### config.mk
export PLATFORM = sky130hd
export DESIGN_NAME = nco_cfg_regs
export DESIGN_NICKNAME = d
export VERILOG_FILES = /design/src/source/nco_pkg.sv /design/src/source/nco_cfg_regs.sv
export VERILOG_INCLUDE_DIRS = /design/src /design/src/source
export SDC_FILE = /design/constraint.sdc
export NUM_CORES = 1
export LEC_CHECK = 0
export BUFFER_PORTS_ARGS = -buffer_cell sky130_fd_sc_hd__buf_2
export CORE_UTILIZATION = 45
export CTS_BUF_LIST = sky130_fd_sc_hd__clkbuf_4 sky130_fd_sc_hd__clkbuf_8
export DETAILED_ROUTE_END_ITERATION = 10
export HOLD_SLACK_MARGIN = 0.03
export PLACE_DENSITY = 0.78
export SYNTH_ARGS = -nofsm -noshare
export SYNTH_HDL_FRONTEND = slang
export SYNTH_SLANG_ARGS = --single-unit
export TNS_END_PERCENT = 50
### constraint.sdc
create_clock -name clk -period 0.8 [get_ports clk]
set_input_delay 0.04 -clock clk [delete_from_list [all_inputs] [get_ports clk]]
set_output_delay 0.04 -clock clk [all_outputs]
set_load 0.02 [all_outputs]
### src/source/nco_defines.svh
// Width macros shared by the NCO RTL and its testbench and included by every file that sizes a port.
`ifndef NCO_DEFINES_SVH
`define NCO_DEFINES_SVH

// Phase accumulator width.
// The increment and the offset registers use the same width.
`define NCO_ACC_WIDTH 24

// Quantized phase width.
// This sets the table depth to 2**NCO_THETA_WIDTH entries.
`define NCO_THETA_WIDTH 10

// Width of each signed output sample.
`define NCO_OUT_WIDTH 16

`endif

### src/source/nco_pkg.sv
// Shared NCO types for the register opcodes, the live settings and the output samples.
`include "nco_defines.svh"

package nco_pkg;

	// Write opcodes decoded by the register block.
	typedef enum logic [1:0]
	{
		REG_PHASE_INC = 2'd0,
		REG_PHASE_OFS = 2'd1,
		REG_CTRL      = 2'd2
	} nco_reg_addr_e;

	// Settings as seen by the accumulator and the table.
	typedef struct packed
	{
		logic [`NCO_ACC_WIDTH-1:0] phase_inc;
		logic [`NCO_ACC_WIDTH-1:0] phase_ofs;
		logic                      enable;
		logic                      neg_sin;
		logic                      neg_cos;
	} nco_cfg_t;

	// One quadrature output sample.
	typedef struct packed
	{
		logic signed [`NCO_OUT_WIDTH-1:0] sin;
		logic signed [`NCO_OUT_WIDTH-1:0] cos;
	} nco_sample_t;

endpackage

### src/source/nco_cfg_regs.sv
// NCO register block that decodes host write strobes into the live oscillator settings.
`timescale 1ns/10ps

`include "nco_defines.svh"

module nco_cfg_regs
(
	input  logic                      clk,
	input  logic                      rst_n,
	input  logic                      cfg_wr,
	input  nco_pkg::nco_reg_addr_e    cfg_addr,
	input  logic [`NCO_ACC_WIDTH-1:0] cfg_wdata,
	output nco_pkg::nco_cfg_t         cfg,
	output logic                      phase_clear
);

	import nco_pkg::*;

	// Control word layout.
	localparam int ctrl_enable_bit  = 0;
	localparam int ctrl_neg_sin_bit = 1;
	localparam int ctrl_neg_cos_bit = 2;
	localparam int ctrl_clear_bit   = 3;

	always_ff @(posedge clk)
	begin
		if (!rst_n)
		begin
			cfg         <= '0;
			phase_clear <= 1'b0;
		end
		else
		begin
			// Clear is a pulse and is never held.
			phase_clear <= 1'b0;
			if (cfg_wr)
			begin
				case (cfg_addr)
					REG_PHASE_INC:
					begin
						cfg.phase_inc <= cfg_wdata;
					end
					REG_PHASE_OFS:
					begin
						cfg.phase_ofs <= cfg_wdata;
					end
					REG_CTRL:
					begin
						cfg.enable  <= cfg_wdata[ctrl_enable_bit];
						cfg.neg_sin <= cfg_wdata[ctrl_neg_sin_bit];
						cfg.neg_cos <= cfg_wdata[ctrl_neg_cos_bit];
						phase_clear <= cfg_wdata[ctrl_clear_bit];
					end
					default:
					begin
						// Unmapped opcodes drop the write.
					end
				endcase
			end
		end
	end

endmodule

Yosys cells after proc, flatten, opt, wreduce, memory -nomap -nowiden
Index checks and enable logic that the tools add are counted.
{"block": "totals", "reg_bits": 52, "output_inout_bits": 52, "word_cells": 13}
{"block": "classes", "eq_ne": 2, "n_reduce_logical": 5}
{"cell": "2-bit AND reduction", "count": 3}
{"cell": "3-bit AND reduction", "count": 1}
{"cell": "2-bit by 1-bit equality test with 1-bit output, second input constant", "count": 1}
{"cell": "2-bit equality test, second input constant", "count": 1}
{"cell": "2-bit zero test", "count": 1}

Logic depth before layout (Yosys ltp)
{"block": "logic_depth", "word_depth": 2, "mapped_depth": 4, "mapped_depth_nobuf": 2}

Worst setup path before layout
Ideal clock, no wire load.
{"block": "synth_timing", "path_type": "input -> register", "from": "input cfg_addr[0]", "to": "register cfg[31] (netlist name)", "setup_ns": 0.072, "t_arrival_ns": 0.673, "required_time_ns": 0.728, "slack_ns": 0.055, "cell_stages": 4, "n_path_buf": 2, "path_cell_list": "nor3b_2 > buf_6 > buf_8 > mux2i_1"}
{"block": "synth_via", "elab_chain_len": 2}
{"element": "from (decl)", "line": "nco_cfg_regs.sv:11", "text": "input nco_pkg::nco_reg_addr_e cfg_addr,"}
{"element": "2-bit zero test", "line": "nco_cfg_regs.sv:38", "text": "case (cfg_addr)"}
{"element": "2-bit AND reduction (no line)"}
{"element": "to (decl)", "line": "nco_cfg_regs.sv:13", "text": "output nco_pkg::nco_cfg_t cfg,"}
Every way passes these cells.
A chain may end at the register's enable or synchronous reset.

Worst setup path after layout
{"block": "layout_timing", "from": "register cfg[26] (netlist name)", "to": "output cfg[26] (netlist name)"}
No word-level cell between the ends.

==> run_results.csv <==
group,metric,value,unit
grt,antenna_found_initial,0,
synth,synth_cell_type_count,11,
worst_setup_path,rr_worst_depth,4,
synth,syn_avg_cell_area,10.2,um2
synth,synthCells,196,
die,core,4120,um2
pwr,ir_drop,1.23,mV
grt,grt_use_total,22.8,%
die,ioPinCount,81,
pwr,p_leak,1.54,nW
placement,post-place-ws,-0.143,ns
timing,hold_violations,0,
worst_setup_path,crit_path_start_kind,"flip-flop",
worst_setup_path,path_cells,"buf_6",
drt,via_per_inst,4.75,
synth,netlist_area,1990,um2
final_layout,n_antenna_cell,0,
clock_tree,h-tree-depth,2,
worst_setup_path,critical_path_buf_inv_count,1,
worst_setup_path,reg2reg_setup_slack,0.02,ns
worst_setup_path,arrival,0.77,ns
min_path,hold_path.class,"input port to flip-flop",
timing,fin_ws,-0.00892,ns
clock_tree,clock_sinks,52,
drt,wl_per_cell,14.2,um
pwr,p_seq_share,50.4,%
die,initial_core_util,48.5,%
synth,synth_mux_area_share,25.6,%
placement,dpl_cell_area,2420,um2
die,die_x,68.6,um
grt,met1_usage,23.3,%
synth,synth_nets,225,
timing,fin_crit,0.809,ns
placement,place_inst,317,
drt,vias,1691,
min_path,hold-path-cell-count,3,
worst_setup_path,crit_path_max_incr_delay,0.35,ns
clock_tree,path_clk_slew,0.09,ns
clock_tree,clockBufferDepth,2,
worst_setup_path,path_depth,1,
drt,drc,0,
drt,ant_nets,0,
worst_setup_path,path_max_fanout,2,
job,drv_cap,0,
timing,maxSlewHeadroom,82.7,%
pwr,swShare,22.8,%
grt,busiest_layer,"met2",
worst_setup_path,crit_path_top_delay_cell,"dfxtp_2",
timing,finalSetupViolations,8,
worst_setup_path,path_class,"flip-flop to primary output",
timing,clock.fmax,1240,MHz
drt,dr.pass1.iters,4,
synth,synthSimpleGateAreaFrac,15.7,%
timing,clock_skew,0,ns
final_layout,finalNonFillerCells,356,
die,die_h,68.6,um
grt,grt_pass1_vias,1688,
placement,place.gp.congestion,0.800,
clock_tree,root_buffer,"clkbuf_8",
pwr,p_int,4.23,mW
drt,drt_iter0_markers,80,
worst_setup_path,worstPathRequired,0.76,ns
final_layout,drive_gt1_share,51.3,%
timing,rsz0062_at_grt,"true",
final_layout,fin_nets,334,
worst_setup_path,crit_family,"flip-flops",
run_status,status,"finished, violations left",
grt,use_met3,6.41,%
clock_tree,insertion_delay,0.29,ns
synth,yosysSeqAreaShare,52.2,%
timing,period_share,101,%
run_status,violations,"setup timing",
final_layout,area_growth,61.7,%
placement,dp.final_hpwl,2850,um
clock_tree,numCtsBuffers,5,
grt,grt_pass1_wl,7630,um
die,dieArea,4700,um2
grt,grt_max_degree,36,
grt,grt_overflow,0,
final_layout,fin_area,3230,um2
grt,grt_use_met2,42.6,%
synth,ys_warn_count,0,
synth,synth_xor_area_share,0,%
pwr,power_frac_clock,34.8,%
synth,synth-compound-area-share,0,%
synth,synth_top_family_by_area,"multiplexers",
pwr,power.switching,1.25,mW
timing,tightestPinTransition,0.259,ns
pwr,power.density_cell_area,1700,nW/um2
synth,ys_seq_elements,52,
timing,maxSlewViolCount,0,
placement,portBuffers,80,
worst_setup_path,crit_path_end_kind,"primary output",
die,num_rows,23,
synth,synth-adder-area-share,0,%
drt,finalWirelength,5050,um
clock_tree,tritoncts,"built",
pwr,combPwrFrac,14.7,%
## per-stage QoR
step	hold slack, ns	total power [mW]	TNS, ns	util [%]
floorplan	0.202	3.16	0	-
global placement	0.319	3.36	-2.46	58.8
detailed placement	0.318	3.37	-3.60	58.8
CTS	0.0529	5.50	-0.212	77.3
global route	0.0663	5.68	-1.55	78.4
finish	0.0565	5.47	-0.0371	78.4
## path summary, 6_finish.rpt
kind	start	end
max	cfg[26]	cfg[26]
max reg2reg	cfg[32]	cfg[32]
min reg2reg	cfg[48]	cfg[48]
min	cfg_wdata[3]	phase_clear
## cells in the mapped netlist
cell      number  area, um2
nand2_1       75        282
dfxtp_1       52       1040
mux2i_1       51        510
buf_2          6       30.0
buf_12         2       40.0
buf_6          2       22.5
buf_8          2       30.0
clkbuf_1       2       7.51
nand3b_1       2       15.0
nor2_1         1       3.75
nor3b_2        1       12.5
## flip-flops by register name, summed over array words and instances, names as in the netlist
name and cells:
phase_clear 1, cfg 51
## logic make-up after synthesis
| group | count (synthesis) |
|---|---|
| simple gates | 79 |
| flops | 52 |
| mux | 51 |
| buf+inv | 14 |
## timing repair
| item | in CTS | in global routing |
|---|---|---|
| endpoints found under the hold margin | 43 | 0 |
| buffers inserted | 5 | 5 |
| endpoints found under the setup margin | 52 | 52 |
| resized for setup | 154 | 3 |
| hold buffers | 21 | 0 |
## cells in the final DEF (no fill, tap or decap), drive strengths merged
| cell type | n |
|---|---|
| nand3b | 2 |
| nor3b | 1 |
| clkbuf | 7 |
| dfxtp | 52 |
| nor2 | 1 |
| nand2 | 75 |
| buf | 95 |
| bufinv | 1 |
| dlygate4sd3 | 21 |
| mux2i | 51 |
## layer usage
layer  vias to the layer above  part of all wire, %
met4                         0                  2.4
met5                         -                    0
li1                        853                    -
met1                       769                   39
met2                        58                   54
met3                        11                  5.5
## cell type report
cell class / count / area (um2)
clock buffer: 7 / 96.3
timing repair buffer: 116 / 1100
sequential: 52 / 1110
multi-input combinational: 130 / 832
fill: 272 / 890
tap: 50 / 62.6
clock inverter: 1 / 30.0
## power by group through the flow
stage,sequential (mW),clock (mW),combinational (mW)
finish,2.76,1.91,0.807
global route,2.77,2.05,0.862
CTS,2.76,1.96,0.783
detailed placement,2.78,0,0.589
global placement,2.78,0,0.578
floorplan,2.89,0,0.268
Power figures use the tool's default switching activity.
