==> src/source/nco_defines.svh <==
// Width macros shared by the NCO RTL and its testbench and included by every file that sizes a port.
`ifndef NCO_DEFINES_SVH
`define NCO_DEFINES_SVH

// Phase accumulator width.
// The increment and the offset registers use the same width.
`define NCO_ACC_WIDTH 24

// Quantized phase width.
// This sets the table depth to 2**NCO_THETA_WIDTH entries.
`define NCO_THETA_WIDTH 10

// Width of each signed output sample.
`define NCO_OUT_WIDTH 16

`endif

==> src/source/nco_pkg.sv <==
// Shared NCO types for the register opcodes, the live settings and the output samples.
`include "nco_defines.svh"

package nco_pkg;

	// Write opcodes decoded by the register block.
	typedef enum logic [1:0]
	{
		REG_PHASE_INC = 2'd0,
		REG_PHASE_OFS = 2'd1,
		REG_CTRL      = 2'd2
	} nco_reg_addr_e;

	// Settings as seen by the accumulator and the table.
	typedef struct packed
	{
		logic [`NCO_ACC_WIDTH-1:0] phase_inc;
		logic [`NCO_ACC_WIDTH-1:0] phase_ofs;
		logic                      enable;
		logic                      neg_sin;
		logic                      neg_cos;
	} nco_cfg_t;

	// One quadrature output sample.
	typedef struct packed
	{
		logic signed [`NCO_OUT_WIDTH-1:0] sin;
		logic signed [`NCO_OUT_WIDTH-1:0] cos;
	} nco_sample_t;

endpackage

==> src/source/nco_phase_acc.sv <==
// NCO phase accumulator that advances on each enabled tick and emits the quantized table address.
`timescale 1ns/10ps

`include "nco_defines.svh"

module nco_phase_acc
(
	input  logic                        clk,
	input  logic                        rst_n,
	input  logic                        tick,
	input  nco_pkg::nco_cfg_t           cfg,
	input  logic                        phase_clear,
	output logic [`NCO_THETA_WIDTH-1:0] theta,
	output logic                        theta_valid
);

	logic [`NCO_ACC_WIDTH-1:0] acc;
	logic [`NCO_ACC_WIDTH-1:0] phase;
	logic                      accept;

	// Ticks are ignored while the oscillator is disabled.
	assign accept = tick && cfg.enable;

	// Offset is applied to the value before this tick's increment.
	assign phase = acc + cfg.phase_ofs;

	always_ff @(posedge clk)
	begin
		if (!rst_n)
		begin
			acc         <= '0;
			theta       <= '0;
			theta_valid <= 1'b0;
		end
		else
		begin
			theta_valid <= accept;
			if (accept)
			begin
				theta <= phase[`NCO_ACC_WIDTH-1 -: `NCO_THETA_WIDTH];
			end

			// Clear wins over the increment and the sum wraps on its own.
			if (phase_clear)
			begin
				acc <= '0;
			end
			else if (accept)
			begin
				acc <= acc + cfg.phase_inc;
			end
		end
	end

endmodule

==> config.mk <==
export PLATFORM = sky130hd
export DESIGN_NAME = nco_phase_acc
export DESIGN_NICKNAME = d
export VERILOG_FILES = /design/src/source/nco_pkg.sv /design/src/source/nco_phase_acc.sv
export VERILOG_INCLUDE_DIRS = /design/src /design/src/source
export SDC_FILE = /design/constraint.sdc
export NUM_CORES = 1
export LEC_CHECK = 0
export ABC_CLOCK_PERIOD_IN_PS = 3300
export BUFFER_PORTS_ARGS = -buffer_cell sky130_fd_sc_hd__buf_2
export CAP_MARGIN = 20
export CORE_MARGIN = 1.5
export CORE_UTILIZATION = 50
export CTS_CLUSTER_DIAMETER = 40
export DETAILED_ROUTE_END_ITERATION = 8
export PLACE_DENSITY = 0.77
export SYNTH_ARGS = -nofsm -noshare
export SYNTH_HDL_FRONTEND = slang
export SYNTH_SLANG_ARGS = --single-unit
==> constraint.sdc <==
create_clock -name clk -period 3.3 [get_ports clk]
set_input_delay 0.99 -clock clk [delete_from_list [all_inputs] [get_ports clk]]
set_output_delay 0.99 -clock clk [all_outputs]
set_load 0.02 [all_outputs]
Yosys cells after proc, flatten, opt, wreduce, memory -nomap -nowiden

Cells that the tools add are included.
W data, S select, Z words.

Latch bits: 0
Bits in registers: 35
Memories kept: 0
Logic and storage cells: 8
Output and inout port bits: 11
RAM bits: 0
ROM bits: 0

Reduce and logical (&&, ||, !) cells: 2
Muxes and demuxes: 0
Divide/modulo/power cells: 0
Eq/ne operators: 0
Bitwise operators: 1
Shifts and indexed selects: 0
Add/sub/neg operators: 2
Multiply operators: 0
Order comparisons: 0

Operator list:

| operator            | count |
|---|---|
| $add A24 B24 Y24    | 2 |
| $reduce_or A2 Y1    | 1 |
| $logic_and A1 B1 Y1 | 1 |
| $not A1 Y1          | 1 |

Logic depth before layout (Yosys ltp)

Gate-level depths: netlist of the first run.

Word-level depth: 2
Depth in mapped cells: 9

Least setup slack after synthesis of the first run

OpenSTA, ideal clock, no wires.

Path type: input port to flip-flop
Start: input cfg[27] in the netlist's numbering
End: register acc[20]
Stages on the path: 9
Arrival: 3149 ps
Setup slack: 33 ps
Data required time: 3183 ps
Library setup time: 117 ps
Path buffers: 0
Cells stage by stage: ha_1 > fa_1 > a21o_1 > a221oi_2 > o211ai_2 > a31oi_4 > a2111oi_1 > or3_1 > a32o_1

Cells in the longest elaborated chain, start to end: 1

RTL lines:

| item                 | line                | RTL |
|---|---|---|
| from (decl)          | nco_phase_acc.sv:11 | `input nco_pkg::nco_cfg_t cfg,` |
| $add A24 B24 Y24     | nco_phase_acc.sv:50 | `acc <= acc + cfg.phase_inc;` |
| to (signal assigned) | nco_phase_acc.sv:50 |  |
| to (decl)            | nco_phase_acc.sv:17 | `` logic [`NCO_ACC_WIDTH-1:0] acc; `` |

No other way between the ends.
A chain may end at the register's enable or synchronous reset.

Worst setup path in the final report of the first run

Ends and elaborated chain as after synthesis.

==> metrics.sh, run 1 <==
FLOORPLAN.INITIALDENSITY=0.526
VIASPERCELL=5.94
MAX-VDD-IR-DROP_V=0.000219
TIMING.CRITICAL_PATH.SLOWEST_CELL_DELAY_NS=0.39
GATES_RESIZED_CTS_REPAIR=0
POST_SYNTH_MAIN_AREA_CONTRIBUTORS='sky130_fd_sc_hd__dfxtp_1, sky130_fd_sc_hd__ha_1, sky130_fd_sc_hd__a21oi_1, sky130_fd_sc_hd__nand2_1, sky130_fd_sc_hd__a21o_1'
CAP_VIOL_MAX_COUNT=0
FINAL.FILL_COUNT=562
ROUTED_WL_MM=7.99
CTS_SETUP_BUFFERS=0
GRT_OVERFLOW_TOTAL=0
SETUP.WORST_PATH.START_CLASS='input pin'
CLOCK_TREE.BUFFER_DEPTH=2
PLACED_CELL_AREA_UM2=3630
DRT.ANTENNA.VIOLATING_NETS=0
CTS_HTREE_LEVELS=2
AREA.GROWTH.SYNTH_TO_FINAL_PCT=19.5
CP.ARRIVAL_NS=3.29
TIMING_HOLD_VIOLATIONS_FINAL=0
FINALWORSTSETUPSLACK_NS=0.199
DRT-WIRELENGTH-PER-CELL_UM=14.8
UNIQUE_MASTERS_POST_SYNTH=60
INITIALDRTVIOLATIONCOUNT=143
CTSROOTBUFFERMASTER='sky130_fd_sc_hd__clkbuf_8'
HOLD_PATH_CLASS='reg -> reg'
GRT_SETUP_UNREPAIRED='false'
DOMINANTREGCELLSYNTH='sky130_fd_sc_hd__dfxtp_1'
ROUTED-VIA-COUNT=3211
CRIT_REQUIRED_NS=3.49
CRIT-REG2REG-LAUNCH='acc[0]$_SDFFE_PP0P_'
WORST_SETUP_PATH_END_KIND='flip-flop'
CRIT-REG2REG-CAPTURE='acc[20]$_SDFFE_PP0P_'
TIMING_WORST_SLEW_PIN_VALUE_NS=0.579
SYNTH_TOP_AREA_FRAC=0.222
SETUP_VIOLATIONS=0
CLK_TRANSITION_REPORTED_PATHS_NS=0.08
WORST_HOLD_SLACK_NS=0.464
POST_ROUTE_CELLS_DRIVE_ABOVE_1_SHARE=0.210
TIMING.REG2REG.SETUP_SLACK_NS=0.65
MAXCLOCKFREQUENCY_MHz=322
FINAL.MIN_CLOCK_PERIOD_NS=3.10
SETUP-TNS-FINAL_NS=0
TIMING.HOLD.WORST_ENDPOINT='theta[5]$_SDFFE_PN0P_'
LAYOUT_WORST_PATH_CYCLE_SHARE=0.940
POST-LAYOUT-TOTAL-POWER_mW=1.21
CTS.HOLD.BUFFERS_ADDED=0
YOSYS_REGISTER_BITS=35
CLOCK_LATENCY_NS=0.30
ANTENNA_FOUND_INITIAL=0
LAYOUT_SKEW_NS=0.00419
MIN_FROM='theta[5]$_SDFFE_PN0P_'
FLOORPLAN.DIE.WIDTH_UM=82.4
YOSYSWARNINGS=0
FLOORPLAN.DIE_AREA_UM2=6780
CORE_ROWS=28
YS_ASYNC_SR_FRACTION=0
ROUTE.DETAILED.DRC=0
PLACE_HPWL_MM=6.22
OUTCOME='finished clean'
NUMCLOCKSINKS=35
LAYOUT.CORE_UTILIZATION=0.628
FIRST_GLOBAL_VIAS=2962
IO_BUFFERS=63
CTS_INSERTED_BUFFERS=5
CTS_TREE='yes'
FINAL_NUMBER_OF_MAX_TRANSITION_VIOLATIONS=0
POWER.DENSITY_CELL_AREA_nW_PER_UM2=320
SYN_AREA_PER_CELL_UM2=8.03
FINAL-INSTANCE-COUNT-EXCL-FILL=541
CP_MAX_FO=2
SYNTHESIZED_AREA_UM2=3150
CORE_REGION_AREA_UM2=5990
DRT_FIRST_PASS_ITERS=4
GATE_COUNT_OF_THE_MAPPED_NETLIST=392
IO_PINS=66
SYNTH_ENABLE_FLOP_CELLS=0
GRT_FIRST_PASS_WIRELENGTH_MM=13.1
SYNTH_TOP_CELL_BY_AREA='sky130_fd_sc_hd__dfxtp_1'
GLOBALROUTETOTALUTIL=0.250
GRT_START_MAX_NET_PINS=28
WORST_HOLD_STAGES=2
PLACE_WS_NS=-0.125
FIN_NETS=566
PLACED_CELLS_INCL_TAPS=533
MAXSLEWHEADROOM=0.613
SLOWEST_STAGE='sky130_fd_sc_hd__fa_1'
FP.DIEH_UM=82.4
WORSTPATHCELLLIST='buf_2 -> ha_1 -> fa_1 -> a21o_1 -> a221oi_2 -> o211ai_2 -> a31oi_4 -> a2111oi_1 -> or3_1 -> a32o_1'
CRIT_TYPE='in -> reg'
TOTAL_NETS_AFTER_SYNTHESIS=493
REG2REGPATHDEPTH=9
INSERTEDDIODECOUNT=0
SEQ_AREA_FRAC_SYNTH=0.222
GPL.FINAL_WEIGHTED_CONGESTION=0.890
POSTLAYOUTCELLAREA_UM2=3760
STATIC-LEAKAGE-POWER_nW=1.85
[cell usage in the layout, fill, tap and decap left out, drive strengths merged, types with 3 or more instances in the layout]
master	instances
a21oi	40
nor2	17
nand2b	5
nor3b	4
o311ai	5
a211oi	9
inv	10
ha	45
nor2b	3
nand3b	3
or3	3
and3	5
xor2	4
a2111oi	4
o21ai	23
nor3	5
o21bai	5
nand2	52
a31oi	5
o21a	4
o211ai	4
o31ai	5
and2	4
a211o	3
a21o	18
nand3	17
dfxtp	35
nand4	4
xnor2	12
clkbuf	6
buf	79
[critical path: cells and delay by family]
family	cells	cell delay, ns
adders and majority gates	2	0.60
and+or+nand+nor	1	0.36
buffers and inverters	1	0.10
AOI/OAI and AO/OA	6	1.24
[layer usage]
metal,GRT usage,part of all wire,vias up
li1,-,-,1624
met1,0.323,0.47,1475
met2,0.411,0.46,88
met3,0.0440,0.051,24
met4,0.0966,0.025,0
met5,0,0,-
[cells by family (layout without fill, tap and decap cells)]
family,Yosys count,in the layout,share of synthesized area
AOI/OAI and AO/OA,135,135,0.298
xor gates and xnor gates,16,16,0.0445
adders and majority gates,46,46,0.185
buffers and inverters,23,97,0.0274
DFF,35,35,0.222
muxes,3,3,0.00993
and+or+nand+nor,134,134,0.212
[final cells by class]
class | count | area (um2) | share of cell area
clock buffer | 6 | 72.6 | 0.0193
clock inverter | 2 | 60.1 | 0.0160
inverter | 10 | 37.5 | 0.00998
multi-input combinational | 334 | 2360 | 0.628
sequential | 35 | 701 | 0.186
tap | 75 | 93.8 | 0.0249
timing repair buffer | 79 | 435 | 0.116
[report_power, final]
group          switching, mW  leakage [nW]  internal, mW  total (mW)
clock network          0.172        0.0654         0.302       0.474
logic                  0.157          1.50         0.125       0.282
registers             0.0116         0.285         0.438       0.449
total                  0.340          1.85         0.865        1.21
[worst max path at each step]
stage                            to    start  cells after the start  slack (ns)
5_1_grt        acc[20]$_SDFFE_PP0P_  cfg[27]                     10        0.09
6_report       acc[20]$_SDFFE_PP0P_  cfg[27]                     10        0.20
4_1_cts        acc[20]$_SDFFE_PP0P_  cfg[27]                     10        0.18
3_3_place_gp   acc[20]$_SDFFE_PP0P_  cfg[27]                     10       -0.06
3_5_place_dp   acc[20]$_SDFFE_PP0P_  cfg[27]                     10       -0.13
2_1_floorplan  acc[20]$_SDFFE_PP0P_  cfg[27]                      9        0.03
[state kept, by name, summed over array words and instances (netlist names)]
name and cells:
acc 24, theta_valid 1, theta 10
[Yosys cell counts, types with 3 or more instances]
master                     count
sky130_fd_sc_hd__a21o_1       18
sky130_fd_sc_hd__o31ai_1       5
sky130_fd_sc_hd__o21bai_1      4
sky130_fd_sc_hd__o311ai_0      3
sky130_fd_sc_hd__or3_1         3
sky130_fd_sc_hd__nand3b_1      3
sky130_fd_sc_hd__nor3b_1       4
sky130_fd_sc_hd__nor2_1       17
sky130_fd_sc_hd__a21oi_1      39
sky130_fd_sc_hd__nor2b_1       3
sky130_fd_sc_hd__o21ai_0      23
sky130_fd_sc_hd__clkbuf_1     11
sky130_fd_sc_hd__nand3_1      17
sky130_fd_sc_hd__o21a_1        4
sky130_fd_sc_hd__xnor2_1      12
sky130_fd_sc_hd__and3_1        5
sky130_fd_sc_hd__a211oi_1      7
sky130_fd_sc_hd__inv_1        10
sky130_fd_sc_hd__dfxtp_1      35
sky130_fd_sc_hd__nand4_1       4
sky130_fd_sc_hd__o211ai_1      3
sky130_fd_sc_hd__nor3_1        5
sky130_fd_sc_hd__nand2b_1      5
sky130_fd_sc_hd__xor2_1        4
sky130_fd_sc_hd__nand2_1      52
sky130_fd_sc_hd__a31oi_1       4
sky130_fd_sc_hd__a211o_1       3
sky130_fd_sc_hd__and2_1        3
sky130_fd_sc_hd__ha_1         45
Power figures use the tool's default switching activity.
==> run 2, diff against run 1 <==
Settings changed: CTS_BUF_LIST set to sky130_fd_sc_hd__clkbuf_4 sky130_fd_sc_hd__clkbuf_8 sky130_fd_sc_hd__clkbuf_16.
==> metrics.sh, run 2 (synthesized netlist as in run 1, its figures left out) <==
OUTCOME='finished clean'
CTSROOTBUFFERMASTER='sky130_fd_sc_hd__clkbuf_8'
CTS.HOLD.BUFFERS_ADDED=0  # unchanged
ROUTED-VIA-COUNT=3203  # -0.25%
IO_BUFFERS=63  # unchanged
CRIT_REQUIRED_NS=3.49  # about the same
SETUP-TNS-FINAL_NS=0  # unchanged
WORSTPATHCELLLIST='buf_2 -> ha_1 -> fa_1 -> a21o_1 -> a221oi_2 -> o211ai_2 -> a31oi_4 -> a2111oi_1 -> or3_1 -> a32o_1'
CTS_SETUP_BUFFERS=0  # unchanged
GROUTE.LAYER.MET1.USAGE=0.323  # unchanged
LAYOUT_WORST_PATH_CYCLE_SHARE=0.941  # about the same
TIMING.CRITICAL_PATH.SLOWEST_CELL_DELAY_NS=0.39  # about the same
PLACED_CELLS_INCL_TAPS=533  # unchanged
PLACE_HPWL_MM=6.22  # unchanged
SETUP.WORST_PATH.START_CLASS='input pin'
FIN_NETS=566  # unchanged
WORST_SETUP_PATH_END_KIND='flip-flop'
CP.ARRIVAL_NS=3.29  # about the same
CRITICAL-PATH-TOP-DELAY-FAMILY='compound AO/OA/AOI/OAI gates'
INITIALDRTVIOLATIONCOUNT=119  # -17%
SETUP_VIOLATIONS=0  # unchanged
GATES_RESIZED_CTS_REPAIR=0  # unchanged
PLACED_CELL_AREA_UM2=3630  # unchanged
MAXSLEWHEADROOM=0.605  # -0.00742
CORE_REGION_AREA_UM2=5990  # unchanged
POST-LAYOUT-TOTAL-POWER_mW=1.21  # +0.75%
CLOCK_LATENCY_NS=0.29  # about the same
WORST_HOLD_SLACK_NS=0.464  # -0.000518 ns
LAYOUT.CELLS.MOST_COMMON='sky130_fd_sc_hd__buf_2'
CRIT_TYPE='in -> reg'
FINAL.MIN_CLOCK_PERIOD_NS=3.10  # +0.00230 ns
FINAL_NUMBER_OF_MAX_TRANSITION_VIOLATIONS=0  # unchanged
FINALWORSTSETUPSLACK_NS=0.196  # -0.00230 ns
HOLD_PATH_CLASS='reg -> reg'
NUMCLOCKSINKS=35  # unchanged
GRT_START_MAX_NET_PINS=28  # unchanged
CORE_ROWS=28  # unchanged
STATIC-LEAKAGE-POWER_nW=1.85  # +0.19%
POWER.DENSITY_CELL_AREA_nW_PER_UM2=322  # +0.65%
POSTLAYOUTCELLAREA_UM2=3770  # about the same
GRT_SETUP_UNREPAIRED='false'
WORST-PATH-BUF-INV=1  # unchanged
CTS_INSERTED_BUFFERS=5  # unchanged
ROUTE.DETAILED.DRC=0  # unchanged
FLOORPLAN.INITIALDENSITY=0.526  # unchanged
CLK_TRANSITION_REPORTED_PATHS_NS=0.08  # about the same
GRT_OVERFLOW_TOTAL=0  # unchanged
IO_PINS=66  # unchanged
LARGEST_REGISTER_FFS=24  # unchanged
CP_MAX_FO=2  # unchanged
FLOORPLAN.DIE.WIDTH_UM=82.4  # unchanged
LAYOUT_COMMON_CELLS='sky130_fd_sc_hd__buf_2, sky130_fd_sc_hd__nand2_1, sky130_fd_sc_hd__ha_1'
LAYOUT_SKEW_NS=0.00330  # -0.000893 ns
TIMING_WORST_SLEW_PIN_VALUE_NS=0.590  # +0.0111 ns
GPL.FINAL_WEIGHTED_CONGESTION=0.890  # unchanged
TIMING_HOLD_VIOLATIONS_FINAL=0  # unchanged
GRT_FIRST_PASS_WIRELENGTH_MM=13.1  # unchanged
VIASPERCELL=5.92  # -0.25%
ANTENNA_FOUND_INITIAL=0  # unchanged
DRT-WIRELENGTH-PER-CELL_UM=14.8  # about the same
MAX-VDD-IR-DROP_V=0.000222  # +1.1%
DRT.ANTENNA.VIOLATING_NETS=0  # unchanged
CAP_VIOL_MAX_COUNT=0  # unchanged
LARGEST_REGISTERS='acc (24), theta (10), theta_valid (1)'
CTS_TREE='yes'
AREA.GROWTH.SYNTH_TO_FINAL_PCT=19.6  # about the same
FIRST_GLOBAL_VIAS=2961  # -0.034%
CLOCK_TREE.BUFFER_DEPTH=2  # unchanged
ROUTED_WL_MM=7.99  # about the same
FLOORPLAN.DIE_AREA_UM2=6780  # unchanged
CTS_HTREE_LEVELS=2  # unchanged
FP.DIEH_UM=82.4  # unchanged
GRT.MET3_USAGE=0.0440  # unchanged
GLOBALROUTE.BUSIESTLAYER='met2'
GLOBALROUTETOTALUTIL=0.250  # unchanged
INSERTEDDIODECOUNT=0  # unchanged
GLOBALROUTEMET2UTIL=0.411  # unchanged
DRT_FIRST_PASS_ITERS=4  # unchanged
POST_ROUTE_CELLS_DRIVE_ABOVE_1_SHARE=0.212  # +0.00215
MAXCLOCKFREQUENCY_MHz=322  # about the same
LAYOUT.CORE_UTILIZATION=0.629  # about the same
PLACE_WS_NS=-0.125  # unchanged
FINAL-INSTANCE-COUNT-EXCL-FILL=541  # unchanged
SLOWEST_STAGE='sky130_fd_sc_hd__fa_1'
LARGEST_REG_BY_FF_COUNT='acc'
-- run 2: power by group --
group / internal (mW) / switching (mW)
Clock: 0.311 / 0.173
Sequential: 0.438 / 0.0116
Combinational: 0.125 / 0.157
-- run 2: routing by layer --
layer / vias up / wire length, um / part of all wire
li1: 1626 / - / -
met1: 1473 / 3720 / 0.47
met3: 24 / 399 / 0.050
met4: 0 / 197 / 0.025
met2: 80 / 3670 / 0.46
met5: - / 0 / 0
-- run 2: final cells by class --
| type | count | area [um2] |
|---|---|---|
| multi-input combinational | 334 | 2360 |
| fill | 559 | 2220 |
| sequential | 35 | 701 |
| timing repair buffer | 79 | 435 |
| tap | 75 | 93.8 |
| clock buffer | 6 | 76.3 |
| clock inverter | 2 | 60.1 |
| inverter | 10 | 37.5 |
-- run 2: final timing paths --
kind | from | end | slack, ns | depth (start not counted)
worst max register to register | acc[0]$_SDFFE_PP0P_ | acc[20]$_SDFFE_PP0P_ | 0.65 | 9
worst min register to register | theta[5]$_SDFFE_PN0P_ | theta[5]$_SDFFE_PN0P_ | 0.46 | 2
worst min-delay path | theta[5]$_SDFFE_PN0P_ | theta[5]$_SDFFE_PN0P_ | 0.46 | 2
worst max-delay path | cfg[27] | acc[20]$_SDFFE_PP0P_ | 0.20 | 10
-- run 2: worst reg2reg max path: cells and delay by family, from the launching register on --
kind                       cells  cell delay (ns)
DFF                            1             0.34
and+or+nand+nor                1             0.36
AOI/OAI and AO/OA              6             1.24
adders and majority gates      2             0.60
==> run 3, diff against run 2 <==
Settings changed: CTS_BUF_LIST sky130_fd_sc_hd__clkbuf_4 sky130_fd_sc_hd__clkbuf_8 sky130_fd_sc_hd__clkbuf_16 to unset, REMOVE_ABC_BUFFERS set to 1.
==> metrics.sh, run 3 (synthesized netlist as in run 1, its figures left out) <==
LARGEST_REGISTERS='acc (24), theta (10), theta_valid (1)'
FP.DIEH_UM=82.4  # unchanged
POST_ROUTE_CELLS_DRIVE_ABOVE_1_SHARE=0.219  # +0.00624
GRT_FIRST_PASS_WIRELENGTH_MM=13.0  # -1.1%
GRT_SETUP_UNREPAIRED='false'
PLACE_HPWL_MM=6.33  # +1.8%
CTS_HTREE_LEVELS=2  # unchanged
LAYOUT_COMMON_CELLS='sky130_fd_sc_hd__buf_2, sky130_fd_sc_hd__nand2_1, sky130_fd_sc_hd__ha_1'
SETUP.WORST_PATH.START_CLASS='input pin'
SETUP_VIOLATIONS=0  # unchanged
VIASPERCELL=5.86  # -1.1%
INITIALDRTVIOLATIONCOUNT=115  # -3.4%
WORST_HOLD_SLACK_NS=0.471  # +0.00732 ns
GATES_RESIZED_CTS_REPAIR=0  # unchanged
CAP_VIOL_MAX_COUNT=0  # unchanged
DRT_FIRST_PASS_ITERS=4  # unchanged
TIMING.REG2REG.SETUP_SLACK_NS=0.66  # about the same
LARGEST_REG_BY_FF_COUNT='acc'
INSERTEDDIODECOUNT=0  # unchanged
AREA.GROWTH.SYNTH_TO_FINAL_PCT=19.6  # about the same
PLACED_CELL_AREA_UM2=3670  # +1.0%
CLOCK_TREE.BUFFER_DEPTH=2  # unchanged
CLOCK_LATENCY_NS=0.30  # about the same
FLOORPLAN.DIE.WIDTH_UM=82.4  # unchanged
LAYOUT_WORST_PATH_CYCLE_SHARE=0.948  # +0.00752
STATIC-LEAKAGE-POWER_nW=1.85  # +0.20%
FINAL_NUMBER_OF_MAX_TRANSITION_VIOLATIONS=0  # unchanged
POSTLAYOUTCELLAREA_UM2=3770  # about the same
CORE_ROWS=28  # unchanged
FLOORPLAN.INITIALDENSITY=0.526  # unchanged
MULTI_INPUT_COMBINATIONAL_CELL_AREA_UM2=2360  # unchanged
REGAREA_UM2=701  # unchanged
LAYOUT.CELLS.MOST_COMMON='sky130_fd_sc_hd__buf_2'
IO_PINS=66  # unchanged
CTSROOTBUFFERMASTER='sky130_fd_sc_hd__clkbuf_8'
CLK_TRANSITION_REPORTED_PATHS_NS=0.08  # about the same
GPL.FINAL_WEIGHTED_CONGESTION=0.926  # +4.0%
WORST_SETUP_PATH_END_KIND='flip-flop'
LAYOUT_SKEW_NS=0.00868  # +0.00538 ns
DRT-WIRELENGTH-PER-CELL_UM=14.6  # -1.0%
NUMCLOCKSINKS=35  # unchanged
POWER.DENSITY_CELL_AREA_nW_PER_UM2=290  # -10%
ROUTED_WL_MM=7.98  # about the same
IO_BUFFERS=63  # unchanged
CRIT-REG2REG-LAUNCH='acc[0]$_SDFFE_PP0P_'
WORST_HOLD_STAGES=2  # unchanged
CTS_SETUP_BUFFERS=0  # unchanged
TIMING_WORST_SLEW_PIN_VALUE_NS=0.637  # +0.0466 ns
ROUTE.DETAILED.DRC=0  # unchanged
CTS_TREE='yes'
TIMING_HOLD_VIOLATIONS_FINAL=0  # unchanged
MAX-VDD-IR-DROP_V=0.000189  # -15%
FINAL.MIN_CLOCK_PERIOD_NS=3.13  # +0.0248 ns
GRT_START_MAX_NET_PINS=28  # unchanged
LARGEST_REGISTER_FFS=24  # unchanged
CTS_INSERTED_BUFFERS=5  # unchanged
MAXSLEWHEADROOM=0.574  # -0.0312
CTS.HOLD.BUFFERS_ADDED=0  # unchanged
OUTCOME='finished clean'
CORE_REGION_AREA_UM2=5990  # unchanged
CRIT_REQUIRED_NS=3.47  # -0.02 ns
FLOORPLAN.DIE_AREA_UM2=6780  # unchanged
HOLD_PATH_CLASS='reg -> reg'
ROUTED-VIA-COUNT=3198  # -0.16%
MAXCLOCKFREQUENCY_MHz=320  # -0.79%
CP_MAX_FO=4  # +2
FIN_NETS=571  # +0.88%
FINAL.FILL_COUNT=549  # -1.8%
CP.ARRIVAL_NS=3.30  # about the same
GLOBALROUTETOTALUTIL=0.247  # -0.00350
CRIT_TYPE='in -> reg'
GRT_OVERFLOW_TOTAL=0  # unchanged
FIRST_GLOBAL_VIAS=3033  # +2.4%
ANTENNA_FOUND_INITIAL=0  # unchanged
CRIT-REG2REG-CAPTURE='acc[18]$_SDFFE_PP0P_'
REG2REGPATHDEPTH=10  # +1
DRT.ANTENNA.VIOLATING_NETS=0  # unchanged
CRIT_END='acc[18]$_SDFFE_PP0P_'
STARTPOINT='cfg[27]'
run 3: cell types whose count changed in the layout (fill, tap and decap cells not counted):
cell / previous run / this run
sky130_fd_sc_hd__buf_4: 16 / 21
sky130_fd_sc_hd__bufinv_16: 2 / 0
sky130_fd_sc_hd__clkbuf_8: 5 / 7
sky130_fd_sc_hd__clkbuf_1: 0 / 1
sky130_fd_sc_hd__clkbuf_4: 1 / 0
run 3: worst max-delay path: stages:
cell                       delay, ns
sky130_fd_sc_hd__buf_2          0.10
sky130_fd_sc_hd__ha_1           0.22
sky130_fd_sc_hd__fa_1           0.38
sky130_fd_sc_hd__a21o_1         0.20
sky130_fd_sc_hd__a221oi_2       0.35
sky130_fd_sc_hd__o211ai_2       0.14
sky130_fd_sc_hd__a31oi_4        0.19
sky130_fd_sc_hd__buf_4          0.15
sky130_fd_sc_hd__a211oi_1       0.08
sky130_fd_sc_hd__or3b_1         0.38
sky130_fd_sc_hd__o311ai_0       0.13
run 3: per-layer routing:
metal | GRT usage | part of all wire
met2 | 0.428 | 0.46
met3 | 0.0418 | 0.047
met1 | 0.306 | 0.47
met4 | 0.0831 | 0.019
met5 | 0 | 0
run 3: report_power, final:
part / switching [mW] / leakage, nW / internal, mW
clock: 0.168 / 0.0515 / 0.191
combinational: 0.157 / 1.52 / 0.127
sequential: 0.0117 / 0.285 / 0.438
run 3: how the worst min path moves through the flow:
stage	start	endpoint	slack, ns
after floorplan	acc[10]$_SDFFE_PP0P_	acc[10]$_SDFFE_PP0P_	0.45
after global placement	theta[5]$_SDFFE_PN0P_	theta[5]$_SDFFE_PN0P_	0.44
after detailed placement	theta[3]$_SDFFE_PN0P_	theta[3]$_SDFFE_PN0P_	0.46
after CTS	theta[3]$_SDFFE_PN0P_	theta[3]$_SDFFE_PN0P_	0.48
after global routing	theta[5]$_SDFFE_PN0P_	theta[5]$_SDFFE_PN0P_	0.50
final	theta[5]$_SDFFE_PN0P_	theta[5]$_SDFFE_PN0P_	0.47
run 3: stage by stage:
stage	setup TNS, ns	setup slack, ns	std cells	utilization	total power, mW
after floorplan	0	0.0332	379	-	0.638
after global placement	-0.154	-0.0937	538	0.612	0.732
after detailed placement	-0.176	-0.0925	538	0.612	0.740
after CTS	0	0.182	546	0.629	1.09
after global routing	0	0.0849	546	0.629	1.14
final	0	0.171	546	0.629	1.09
run 3: layout make-up:
cell class,instances,share of cell area
inverter,10,0.00996
timing repair buffer,84,0.126
clock buffer,8,0.0266
multi-input combinational,334,0.627
tap,75,0.0249
sequential,35,0.186
